`src/logic/fps_ctrl_pkg.sv`:
```
package fps_ctrl_pkg;

    // ====================
    // Control settings
    // ====================

    // 16 points by default
    localparam int idx_width_dflt = 4;

    // Depth of the distance pipeline
    localparam int drain_cycles = 2;

    // Round sequencer states
    typedef enum logic [2:0] {
        st_idle,
        st_center,
        st_loop,
        st_drain,
        st_done
    } fps_state_e;

endpackage

```
`src/logic/fps_geom_pkg.sv`:
```
package fps_geom_pkg;

    // ====================
    // Point geometry
    // ====================

    // Bits per axis, unsigned
    localparam int crd_width = 8;
    // Axes per point
    localparam int crd_dim = 3;
    // One point as stored in memory
    localparam int crd_word_width = crd_width * crd_dim;
    // Three squared differences need two extra bits
    localparam int dist_width = 2 * crd_width + 2;

    // Axis view, x in the low bits
    typedef struct packed {
        logic [crd_width-1:0] z;
        logic [crd_width-1:0] y;
        logic [crd_width-1:0] x;
    } crd_axes_s;

    // Memory word or axes, same bits
    typedef union packed {
        logic [crd_word_width-1:0] flat;
        crd_axes_s                 axes;
    } crd_word_u;

endpackage

```
`src/logic/crd_store.sv`:
```
module crd_store #(
    parameter int IDX_WIDTH = fps_ctrl_pkg::idx_width_dflt
) (
    input  logic                                    clk,
    input  logic                                    rst_n,
    input  logic                                    wr_en,
    input  logic [IDX_WIDTH-1:0]                    wr_addr,
    input  logic [fps_geom_pkg::crd_word_width-1:0] wr_data,
    input  logic                                    rd_en,
    input  logic [IDX_WIDTH-1:0]                    rd_addr,
    output logic [fps_geom_pkg::crd_word_width-1:0] rd_data
);

    localparam int depth = 2 ** IDX_WIDTH;

    // ====================
    // Point memory
    // ====================

    // One word per point, flat layout
    logic [fps_geom_pkg::crd_word_width-1:0] mem [depth];

    // Host write port
    always_ff @(posedge clk) begin
        if (wr_en) begin
            mem[wr_addr] <= wr_data;
        end
    end

    // Registered read, data one cycle after rd_en
    // Output holds between reads
    always_ff @(posedge clk) begin
        if (rd_en) begin
            rd_data <= mem[rd_addr];
        end
    end

    // Host loads points only while the engine is idle
    a_no_wr_rd: assert property (@(posedge clk) disable iff (!rst_n) !(wr_en && rd_en))
        else $error("point write during engine read");

endmodule

```
`src/logic/dist_store.sv`:
```
module dist_store #(
    parameter int IDX_WIDTH = fps_ctrl_pkg::idx_width_dflt
) (
    input  logic                                clk,
    input  logic                                rst_n,
    input  logic                                dist_clr,
    input  logic                                rd_en,
    input  logic [IDX_WIDTH-1:0]                rd_addr,
    output logic [fps_geom_pkg::dist_width-1:0] rd_dist,
    input  logic                                wr_en,
    input  logic [IDX_WIDTH-1:0]                wr_addr,
    input  logic [fps_geom_pkg::dist_width-1:0] wr_val
);

    localparam int depth = 2 ** IDX_WIDTH;

    // ====================
    // Running minimums
    // ====================

    logic [fps_geom_pkg::dist_width-1:0] mem [depth];
    // Entry holds a real minimum of this run
    logic [depth-1:0]                    vld;

    // Clear wipes every entry in one cycle
    always_ff @(posedge clk or negedge rst_n) begin
        if (!rst_n) begin
            vld <= '0;
        end else if (dist_clr) begin
            vld <= '0;
        end else if (wr_en) begin
            vld[wr_addr] <= 1'b1;
        end
    end

    always_ff @(posedge clk) begin
        if (wr_en) begin
            mem[wr_addr] <= wr_val;
        end
    end

    // Invalid entry reads as the largest distance
    always_ff @(posedge clk) begin
        if (rd_en) begin
            rd_dist <= vld[rd_addr] ? mem[rd_addr] : '1;
        end
    end

    // Minimum only ever shrinks within a run
    a_min_only: assert property (@(posedge clk) disable iff (!rst_n)
        (wr_en && vld[wr_addr]) |-> (wr_val <= mem[wr_addr]))
        else $error("running minimum raised");

endmodule

```
`src/logic/dist_unit.sv`:
```
module dist_unit #(
    parameter int IDX_WIDTH = fps_ctrl_pkg::idx_width_dflt
) (
    input  logic                                    clk,
    input  logic                                    rst_n,
    input  logic                                    rd_en,
    input  logic [IDX_WIDTH-1:0]                    rd_addr,
    input  logic                                    ctr_load,
    input  logic [fps_geom_pkg::crd_word_width-1:0] crd_data,
    input  logic [fps_geom_pkg::dist_width-1:0]     old_dist,
    output logic                                    dist_wr_en,
    output logic [IDX_WIDTH-1:0]                    dist_wr_addr,
    output logic [fps_geom_pkg::dist_width-1:0]     dist_wr_val,
    output logic [IDX_WIDTH-1:0]                    best_idx
);

    localparam int sq_width = 2 * fps_geom_pkg::crd_width;

    // Squared difference of one axis
    function automatic logic [sq_width-1:0] sq_diff(
        input logic [fps_geom_pkg::crd_width-1:0] a,
        input logic [fps_geom_pkg::crd_width-1:0] b
    );
        logic [sq_width-1:0] d;
        d = (a > b) ? sq_width'(a - b) : sq_width'(b - a);
        return d * d;
    endfunction

    // ====================
    // Stage 1
    // ====================

    // Tags that travel beside the store read
    logic                 s1_vld;
    logic                 s1_ctr;
    logic [IDX_WIDTH-1:0] s1_idx;

    always_ff @(posedge clk or negedge rst_n) begin
        if (!rst_n) begin
            s1_vld <= 1'b0;
            s1_ctr <= 1'b0;
        end else begin
            s1_vld <= rd_en && !ctr_load;
            s1_ctr <= rd_en && ctr_load;
        end
    end

    always_ff @(posedge clk) begin
        s1_idx <= rd_addr;
    end

    // ====================
    // Stage 2
    // ====================

    fps_geom_pkg::crd_word_u    pt_w;
    fps_geom_pkg::crd_word_u    ctr_w;
    logic [fps_geom_pkg::dist_width-1:0] new_dist;
    logic [fps_geom_pkg::dist_width-1:0] new_min;
    logic [fps_geom_pkg::dist_width-1:0] best_dist;

    // Store word decoded into axes
    assign pt_w.flat = crd_data;

    assign new_dist = fps_geom_pkg::dist_width'(sq_diff(pt_w.axes.x, ctr_w.axes.x))
                    + fps_geom_pkg::dist_width'(sq_diff(pt_w.axes.y, ctr_w.axes.y))
                    + fps_geom_pkg::dist_width'(sq_diff(pt_w.axes.z, ctr_w.axes.z));
    assign new_min  = (new_dist < old_dist) ? new_dist : old_dist;

    // Center coordinates for the coming round
    always_ff @(posedge clk) begin
        if (s1_ctr) begin
            ctr_w <= pt_w;
        end
    end

    // Write-back lands two cycles after the read
    always_ff @(posedge clk or negedge rst_n) begin
        if (!rst_n) begin
            dist_wr_en <= 1'b0;
        end else begin
            dist_wr_en <= s1_vld;
        end
    end

    always_ff @(posedge clk) begin
        dist_wr_addr <= s1_idx;
        dist_wr_val  <= new_min;
    end

    // Strictly greater arg-max keeps the lowest index on ties
    always_ff @(posedge clk or negedge rst_n) begin
        if (!rst_n) begin
            best_dist <= '0;
            best_idx  <= '0;
        end else if (s1_ctr) begin
            best_dist <= '0;
            best_idx  <= '0;
        end else if (s1_vld && (new_min > best_dist)) begin
            best_dist <= new_min;
            best_idx  <= s1_idx;
        end
    end

endmodule

```
`src/logic/fps_ctrl.sv`:
```
module fps_ctrl #(
    parameter int IDX_WIDTH = fps_ctrl_pkg::idx_width_dflt
) (
    input  logic                 clk,
    input  logic                 rst_n,
    input  logic                 start,
    input  logic [IDX_WIDTH-1:0] cfg_last_pt,
    input  logic [IDX_WIDTH-1:0] cfg_last_sel,
    input  logic [IDX_WIDTH-1:0] best_idx,
    output logic                 busy,
    output logic                 rd_en,
    output logic [IDX_WIDTH-1:0] rd_addr,
    output logic                 ctr_load,
    output logic                 dist_clr,
    output logic                 sel_vld,
    output logic [IDX_WIDTH-1:0] sel_idx,
    output logic                 done
);

    localparam int drain_w = $clog2(fps_ctrl_pkg::drain_cycles + 1);

    fps_ctrl_pkg::fps_state_e state;
    fps_ctrl_pkg::fps_state_e state_nxt;

    // Sampled configuration
    logic [IDX_WIDTH-1:0] last_pt;
    logic [IDX_WIDTH-1:0] last_sel;
    // Round counters
    logic [IDX_WIDTH-1:0] loop_cnt;
    logic [drain_w-1:0]   drain_cnt;
    logic [IDX_WIDTH-1:0] sel_cnt;
    // Current center
    logic [IDX_WIDTH-1:0] ctr_idx;

    logic start_ok;
    logic loop_last;
    logic drain_last;
    logic sel_last;

    assign start_ok   = start && (state == fps_ctrl_pkg::st_idle);
    assign loop_last  = (loop_cnt == last_pt);
    assign drain_last = (drain_cnt == drain_w'(fps_ctrl_pkg::drain_cycles - 1));
    assign sel_last   = (sel_cnt == last_sel);

    // ====================
    // FSM
    // ====================

    always_comb begin
        state_nxt = state;
        case (state)
            fps_ctrl_pkg::st_idle:   if (start_ok) state_nxt = fps_ctrl_pkg::st_center;
            // Last selection skips the loop
            fps_ctrl_pkg::st_center: state_nxt = sel_last ? fps_ctrl_pkg::st_done
                                                          : fps_ctrl_pkg::st_loop;
            fps_ctrl_pkg::st_loop:   if (loop_last) state_nxt = fps_ctrl_pkg::st_drain;
            fps_ctrl_pkg::st_drain:  if (drain_last) state_nxt = fps_ctrl_pkg::st_center;
            default:                 state_nxt = fps_ctrl_pkg::st_idle;
        endcase
    end

    always_ff @(posedge clk or negedge rst_n) begin
        if (!rst_n) begin
            state     <= fps_ctrl_pkg::st_idle;
            last_pt   <= '0;
            last_sel  <= '0;
            loop_cnt  <= '0;
            drain_cnt <= '0;
            sel_cnt   <= '0;
            ctr_idx   <= '0;
        end else begin
            state <= state_nxt;
            // New run, point 0 is always the first center
            if (start_ok) begin
                last_pt  <= cfg_last_pt;
                last_sel <= cfg_last_sel;
                sel_cnt  <= '0;
                ctr_idx  <= '0;
            end
            case (state)
                fps_ctrl_pkg::st_center: begin
                    loop_cnt <= '0;
                    sel_cnt  <= sel_cnt + 1'b1;
                end
                fps_ctrl_pkg::st_loop: begin
                    loop_cnt  <= loop_cnt + 1'b1;
                    drain_cnt <= '0;
                end
                fps_ctrl_pkg::st_drain: begin
                    drain_cnt <= drain_cnt + 1'b1;
                    // Pipeline empty, arg-max is final
                    if (drain_last) ctr_idx <= best_idx;
                end
                default: ;
            endcase
        end
    end

    // ====================
    // Outputs
    // ====================

    assign busy     = (state != fps_ctrl_pkg::st_idle);
    assign ctr_load = (state == fps_ctrl_pkg::st_center);
    assign rd_en    = ctr_load || (state == fps_ctrl_pkg::st_loop);
    assign rd_addr  = ctr_load ? ctr_idx : loop_cnt;
    // Every center is reported as it is fetched
    assign sel_vld  = ctr_load;
    assign sel_idx  = ctr_idx;
    assign done     = (state == fps_ctrl_pkg::st_done);
    // Old minimums go away with the start pulse
    assign dist_clr = start_ok;

    // Host must wait for idle
    a_start_idle: assert property (@(posedge clk) disable iff (!rst_n) start |-> !busy)
        else $error("start seen while busy");

    // Loop stays inside the sampled cloud
    a_loop_addr: assert property (@(posedge clk) disable iff (!rst_n)
        (state == fps_ctrl_pkg::st_loop) |-> (rd_addr <= last_pt))
        else $error("loop address beyond last point");

endmodule

```
`src/logic/fps_top.sv`:
```
module fps_top #(
    parameter int IDX_WIDTH = fps_ctrl_pkg::idx_width_dflt
) (
    input  logic                                    clk,
    input  logic                                    rst_n,
    input  logic                                    pt_wr,
    input  logic [IDX_WIDTH-1:0]                    pt_addr,
    input  logic [fps_geom_pkg::crd_word_width-1:0] pt_data,
    input  logic                                    start,
    input  logic [IDX_WIDTH-1:0]                    cfg_last_pt,
    input  logic [IDX_WIDTH-1:0]                    cfg_last_sel,
    output logic                                    busy,
    output logic                                    sel_vld,
    output logic [IDX_WIDTH-1:0]                    sel_idx,
    output logic                                    done
);

    // Shared read bus to both stores and the pipeline
    logic                                    rd_en;
    logic [IDX_WIDTH-1:0]                    rd_addr;
    logic                                    ctr_load;
    logic                                    dist_clr;
    // Store outputs
    logic [fps_geom_pkg::crd_word_width-1:0] crd_rd_data;
    logic [fps_geom_pkg::dist_width-1:0]     rd_dist;
    // Write-back and arg-max
    logic                                    dist_wr_en;
    logic [IDX_WIDTH-1:0]                    dist_wr_addr;
    logic [fps_geom_pkg::dist_width-1:0]     dist_wr_val;
    logic [IDX_WIDTH-1:0]                    best_idx;

    // ====================
    // Sequencer
    // ====================

    fps_ctrl #(.IDX_WIDTH(IDX_WIDTH)) fps_ctrl_i (
        .clk, .rst_n, .start, .cfg_last_pt, .cfg_last_sel, .best_idx,
        .busy, .rd_en, .rd_addr, .ctr_load, .dist_clr, .sel_vld, .sel_idx, .done
    );

    // ====================
    // Stores and pipeline
    // ====================

    crd_store #(.IDX_WIDTH(IDX_WIDTH)) crd_store_i (
        .clk, .rst_n, .wr_en(pt_wr), .wr_addr(pt_addr), .wr_data(pt_data),
        .rd_en, .rd_addr, .rd_data(crd_rd_data)
    );

    dist_store #(.IDX_WIDTH(IDX_WIDTH)) dist_store_i (
        .clk, .rst_n, .dist_clr, .rd_en, .rd_addr, .rd_dist,
        .wr_en(dist_wr_en), .wr_addr(dist_wr_addr), .wr_val(dist_wr_val)
    );

    dist_unit #(.IDX_WIDTH(IDX_WIDTH)) dist_unit_i (
        .clk, .rst_n, .rd_en, .rd_addr, .ctr_load,
        .crd_data(crd_rd_data), .old_dist(rd_dist),
        .dist_wr_en, .dist_wr_addr, .dist_wr_val, .best_idx
    );

endmodule

```
`config.mk`:
```
export PLATFORM = sky130hd
export DESIGN_NAME = fps_top
export DESIGN_NICKNAME = d
export VERILOG_FILES = /design/src/logic/fps_ctrl_pkg.sv /design/src/logic/fps_geom_pkg.sv /design/src/logic/crd_store.sv /design/src/logic/dist_store.sv /design/src/logic/dist_unit.sv /design/src/logic/fps_ctrl.sv /design/src/logic/fps_top.sv
export SDC_FILE = /design/constraint.sdc
export NUM_CORES = 1
export LEC_CHECK = 0
export ABC_AREA = 0
export BUFFER_PORTS_ARGS = -buffer_cell sky130_fd_sc_hd__buf_4
export CAP_MARGIN = 30
export CORE_ASPECT_RATIO = 0.9
export CORE_UTILIZATION = 64
export DETAILED_ROUTE_END_ITERATION = 7
export PLACE_DENSITY_LB_ADDON = 0.3
export SLEW_MARGIN = 20
export SYNTH_ARGS = -nofsm -noshare
export SYNTH_HDL_FRONTEND = slang
export SYNTH_SLANG_ARGS = --single-unit
```
`constraint.sdc`:
```
create_clock -name clk -period 14.58 [get_ports clk]
set_input_delay 2.187 -clock clk [delete_from_list [all_inputs] [get_ports clk]]
set_output_delay 2.187 -clock clk [all_outputs]
set_load 0.01 [all_outputs]
```
==> summary.md <==
| Metric | Value |
|---|---|
| Post-Syn Area | 0.0447 mm² |
| WP data arrival | 14.05 ns |
| Post-Layout Cell Count | 4,360 |
| Worst Skew | 0.0244 ns |
| Sink Count | 830 |
| Max-slew violation count | 0 |
| Hold Crit Start | dist_unit_i.s1_idx[3] |
| Detail Placement HPWL | 62,500 µm |
| Overflow after GRT | 0 |
| Status | complete, no violations |
| Hold buffers post-CTS | 0 |
| Layout cells sized above 1 | 14.9% |
| Gr usage total | 29.4% |
| DRT Pass-1 Iters | 6 |
| CP Capture Type | flop |
| Seq/Total Area, Yosys | 54.4% |
| Core area | 0.0689 mm² |
| Vias | 26,600 |
| Synth area leaders | edfxtp_1, fa_1, mux4_2 |
| Clock H-tree levels | 3 |
| Post-CTS Setup Inserts | 0 |
| Post-Route WL | 101,000 µm |
| Routability Congestion | 0.904 |
| Worst Path Max Fanout | 19 |
| Io pins | 47 |
| Row count | 91 |
| Commonest non-fill, non-tap cell in the layout | edfxtp_1 |
| Worst Setup Start Kind | flop |
| Hold crit path type | flop to flop |
| R2R Setup Slk | 1.01 ns |
| CTS Buf Count | 79 |
| Vias in the first global route | 28,100 |
| Ys async rst share | 7.95% |
| CP max-delay cell | fa_1 |
| Initial Util | 65.0% |
| Hold Path Sink | dist_unit_i.dist_wr_addr[3] |
| Routed WL per cell | 23.1 µm |
| FMAX | 0.0737 GHz |
| Max_cap viols | 0 |
| R2R Path Start | crd_store_i.rd_data[7] |
| Wire length of the first global-routing pass | 157,000 µm |
| # setup viols final | 0 |
| Final ANT Viol Nets | 0 |
| Clock Pin Slew Worst Setup and Hold Paths | 0.07 ns |
| Highest-count cells in the layout ignoring fill and taps | edfxtp_1, inv_1, nand2_1, ha_1, fa_1 |
| Die H | 253 µm |
| RSZ-0062 raised after global routing | no |
| WS Path Type | flop to flop |
| Register area | 0.0243 mm² |
| Crit path largest cell delay | 0.54 ns |
| Yosys top cell by area | edfxtp_1 |
| Area of the multi-input gates | 0.0183 mm² |
| Hold Fails Final Rpt | 0 |
| Area delta synth->final | 9.90% |
| Number of synthesized register bits | 830 |
| FF-to-FF path depth | 60 |
| Synthesis Warnings | 0 |
| # DRC | 0 |
| Fill count | 4,205 |
| Slew HR | 35.3% |
| Detailed Route Iter0 Violations | 2,631 |
| Placed cell count | 4,211 |
| Clk_lat worst skew | 0.62 ns |
| Maximum clock path buffer count | 3 |
| Worst hold path depth | 0 |
| Worst-Margin Slew | 0.965 ns |
| Distinct cells, synth | 81 |
| Fin crit period | 13.57 ns |
| Tcrit/Tclk final | 93.1% |
| Initial antenna violation count | 4 |
| Critical Path RT | 15.05 ns |
| Largest net degree at the start of global routing | 80 |
| Post-Syn Instances | 3,269 |
| Total Neg Setup Slack | 0 ns |
| Final net count | 3,858 |
| Via density | 6.11 |
| Die X | 281 µm |
| Root Buffer | clkbuf_16 |
| Ys flop type | edfxtp_1 |
| Number of synthesized flops with an enable pin | 738 |
| CTS tree | built |
| Die area | 0.0710 mm² |
| Syn_area_per_cell | 13.7 µm² |
| Yosys top cell area share | 49.5% |
| Resize count post-CTS | 0 |
| I/O Buffers | 46 |
| Worst R2R End | dist_unit_i.best_dist[17] |
| Syn Nets | 3,761 |
[cell type report]
cell class,count,share of cell area (%)
sequential,830,49.5
multi-input combinational,1860,37.2
clock buffer,101,4.48
inverter,489,3.76
tap,930,2.37
timing repair buffer,106,1.75
clock inverter,43,0.903
antenna,1,0.00509
[state kept, by name, summed over array words and instances (netlist names)]
register / count
dist_unit_i.s1_ctr: 1
dist_store_i.vld: 16
dist_unit_i.best_dist: 18
crd_store_i.rd_data: 24
fps_ctrl_i.loop_cnt: 4
dist_unit_i.dist_wr_val: 18
dist_unit_i.best_idx: 4
fps_ctrl_i.state: 3
dist_unit_i.dist_wr_addr: 4
fps_ctrl_i.sel_idx: 4
fps_ctrl_i.drain_cnt: 2
fps_ctrl_i.sel_cnt: 4
dist_unit_i.s1_vld: 1
dist_unit_i.s1_idx: 4
fps_ctrl_i.last_pt: 4
dist_unit_i.ctr_w: 24
crd_store_i.mem: 384
fps_ctrl_i.last_sel: 4
dist_store_i.mem: 288
dist_store_i.rd_dist: 18
dist_unit_i.dist_wr_en: 1
[cell families after synthesis]
family | count (synthesis) | synth area share, %
adder cells (fa/ha/maj) | 452 | 16.0
multiplexers | 224 | 9.88
AND/OR/NAND/NOR | 746 | 7.38
flip-flops | 830 | 54.4
buffers and inverters | 579 | 5.09
XOR/XNOR | 145 | 3.03
AO/OA/AOI/OAI | 293 | 4.21
[routing by layer]
metal	vias to the layer above	share of wire, %	GRT usage, %
li1	11700	-	-
met1	13300	38	39.5
met2	1383	50	49.0
met3	264	8.7	4.45
met4	4	3.2	10.9
met5	-	0.027	0
[cell usage after synthesis (34+ instances only)]
| library cell | number |
|---|---|
| clkbuf_1 | 43 |
| edfxtp_1 | 738 |
| nand2b_1 | 34 |
| xnor2_1 | 111 |
| nand2_1 | 316 |
| a21oi_1 | 72 |
| o21ai_0 | 72 |
| mux4_2 | 172 |
| nor2_1 | 211 |
| dfrtp_1 | 66 |
| nand3_1 | 42 |
| fa_1 | 202 |
| inv_1 | 485 |
| ha_1 | 250 |
[per-stage QoR]
step	hold WS, ns	setup WS, ns	util, %	instance area, µm²
after CTS	0.355	0.417	71.2	49100
after floorplan	0.331	1.65	-	44700
final	0.361	1.01	71.4	49200
after global placement	0.342	0.957	67.3	46400
after detailed placement	0.343	0.481	67.4	46400
after global routing	0.369	0.0461	71.4	49200
[worst max-delay path: cells and delay by family, from the launching register on]
kind	cells	cell delay, ns
AO/OA/AOI/OAI	22	4.19
AND/OR/NAND/NOR	12	2.02
adder cells (fa/ha/maj)	12	4.56
flip-flops	1	0.39
multiplexers	2	0.69
buffers and inverters	9	1.09
XOR/XNOR	3	0.48
[worst max-delay path by stage]
stage                           start                   endpoint  slack [ns]  depth (start not counted)
3_5_place_dp   crd_store_i.rd_data[0]  dist_unit_i.best_dist[15]        0.48                         56
5_1_grt        crd_store_i.rd_data[0]  dist_unit_i.best_dist[17]        0.05                         56
2_1_floorplan  crd_store_i.rd_data[3]   dist_unit_i.best_dist[0]        1.65                         56
3_3_place_gp   crd_store_i.rd_data[0]  dist_unit_i.best_dist[14]        0.96                         58
6_report       crd_store_i.rd_data[7]  dist_unit_i.best_dist[17]        1.01                         60
4_1_cts        crd_store_i.rd_data[0]  dist_unit_i.best_dist[17]        0.42                         56
Power is left out: the tool's default activity adds up to more than one toggle a clock period on the data nets, which glitch-free logic cannot reach.
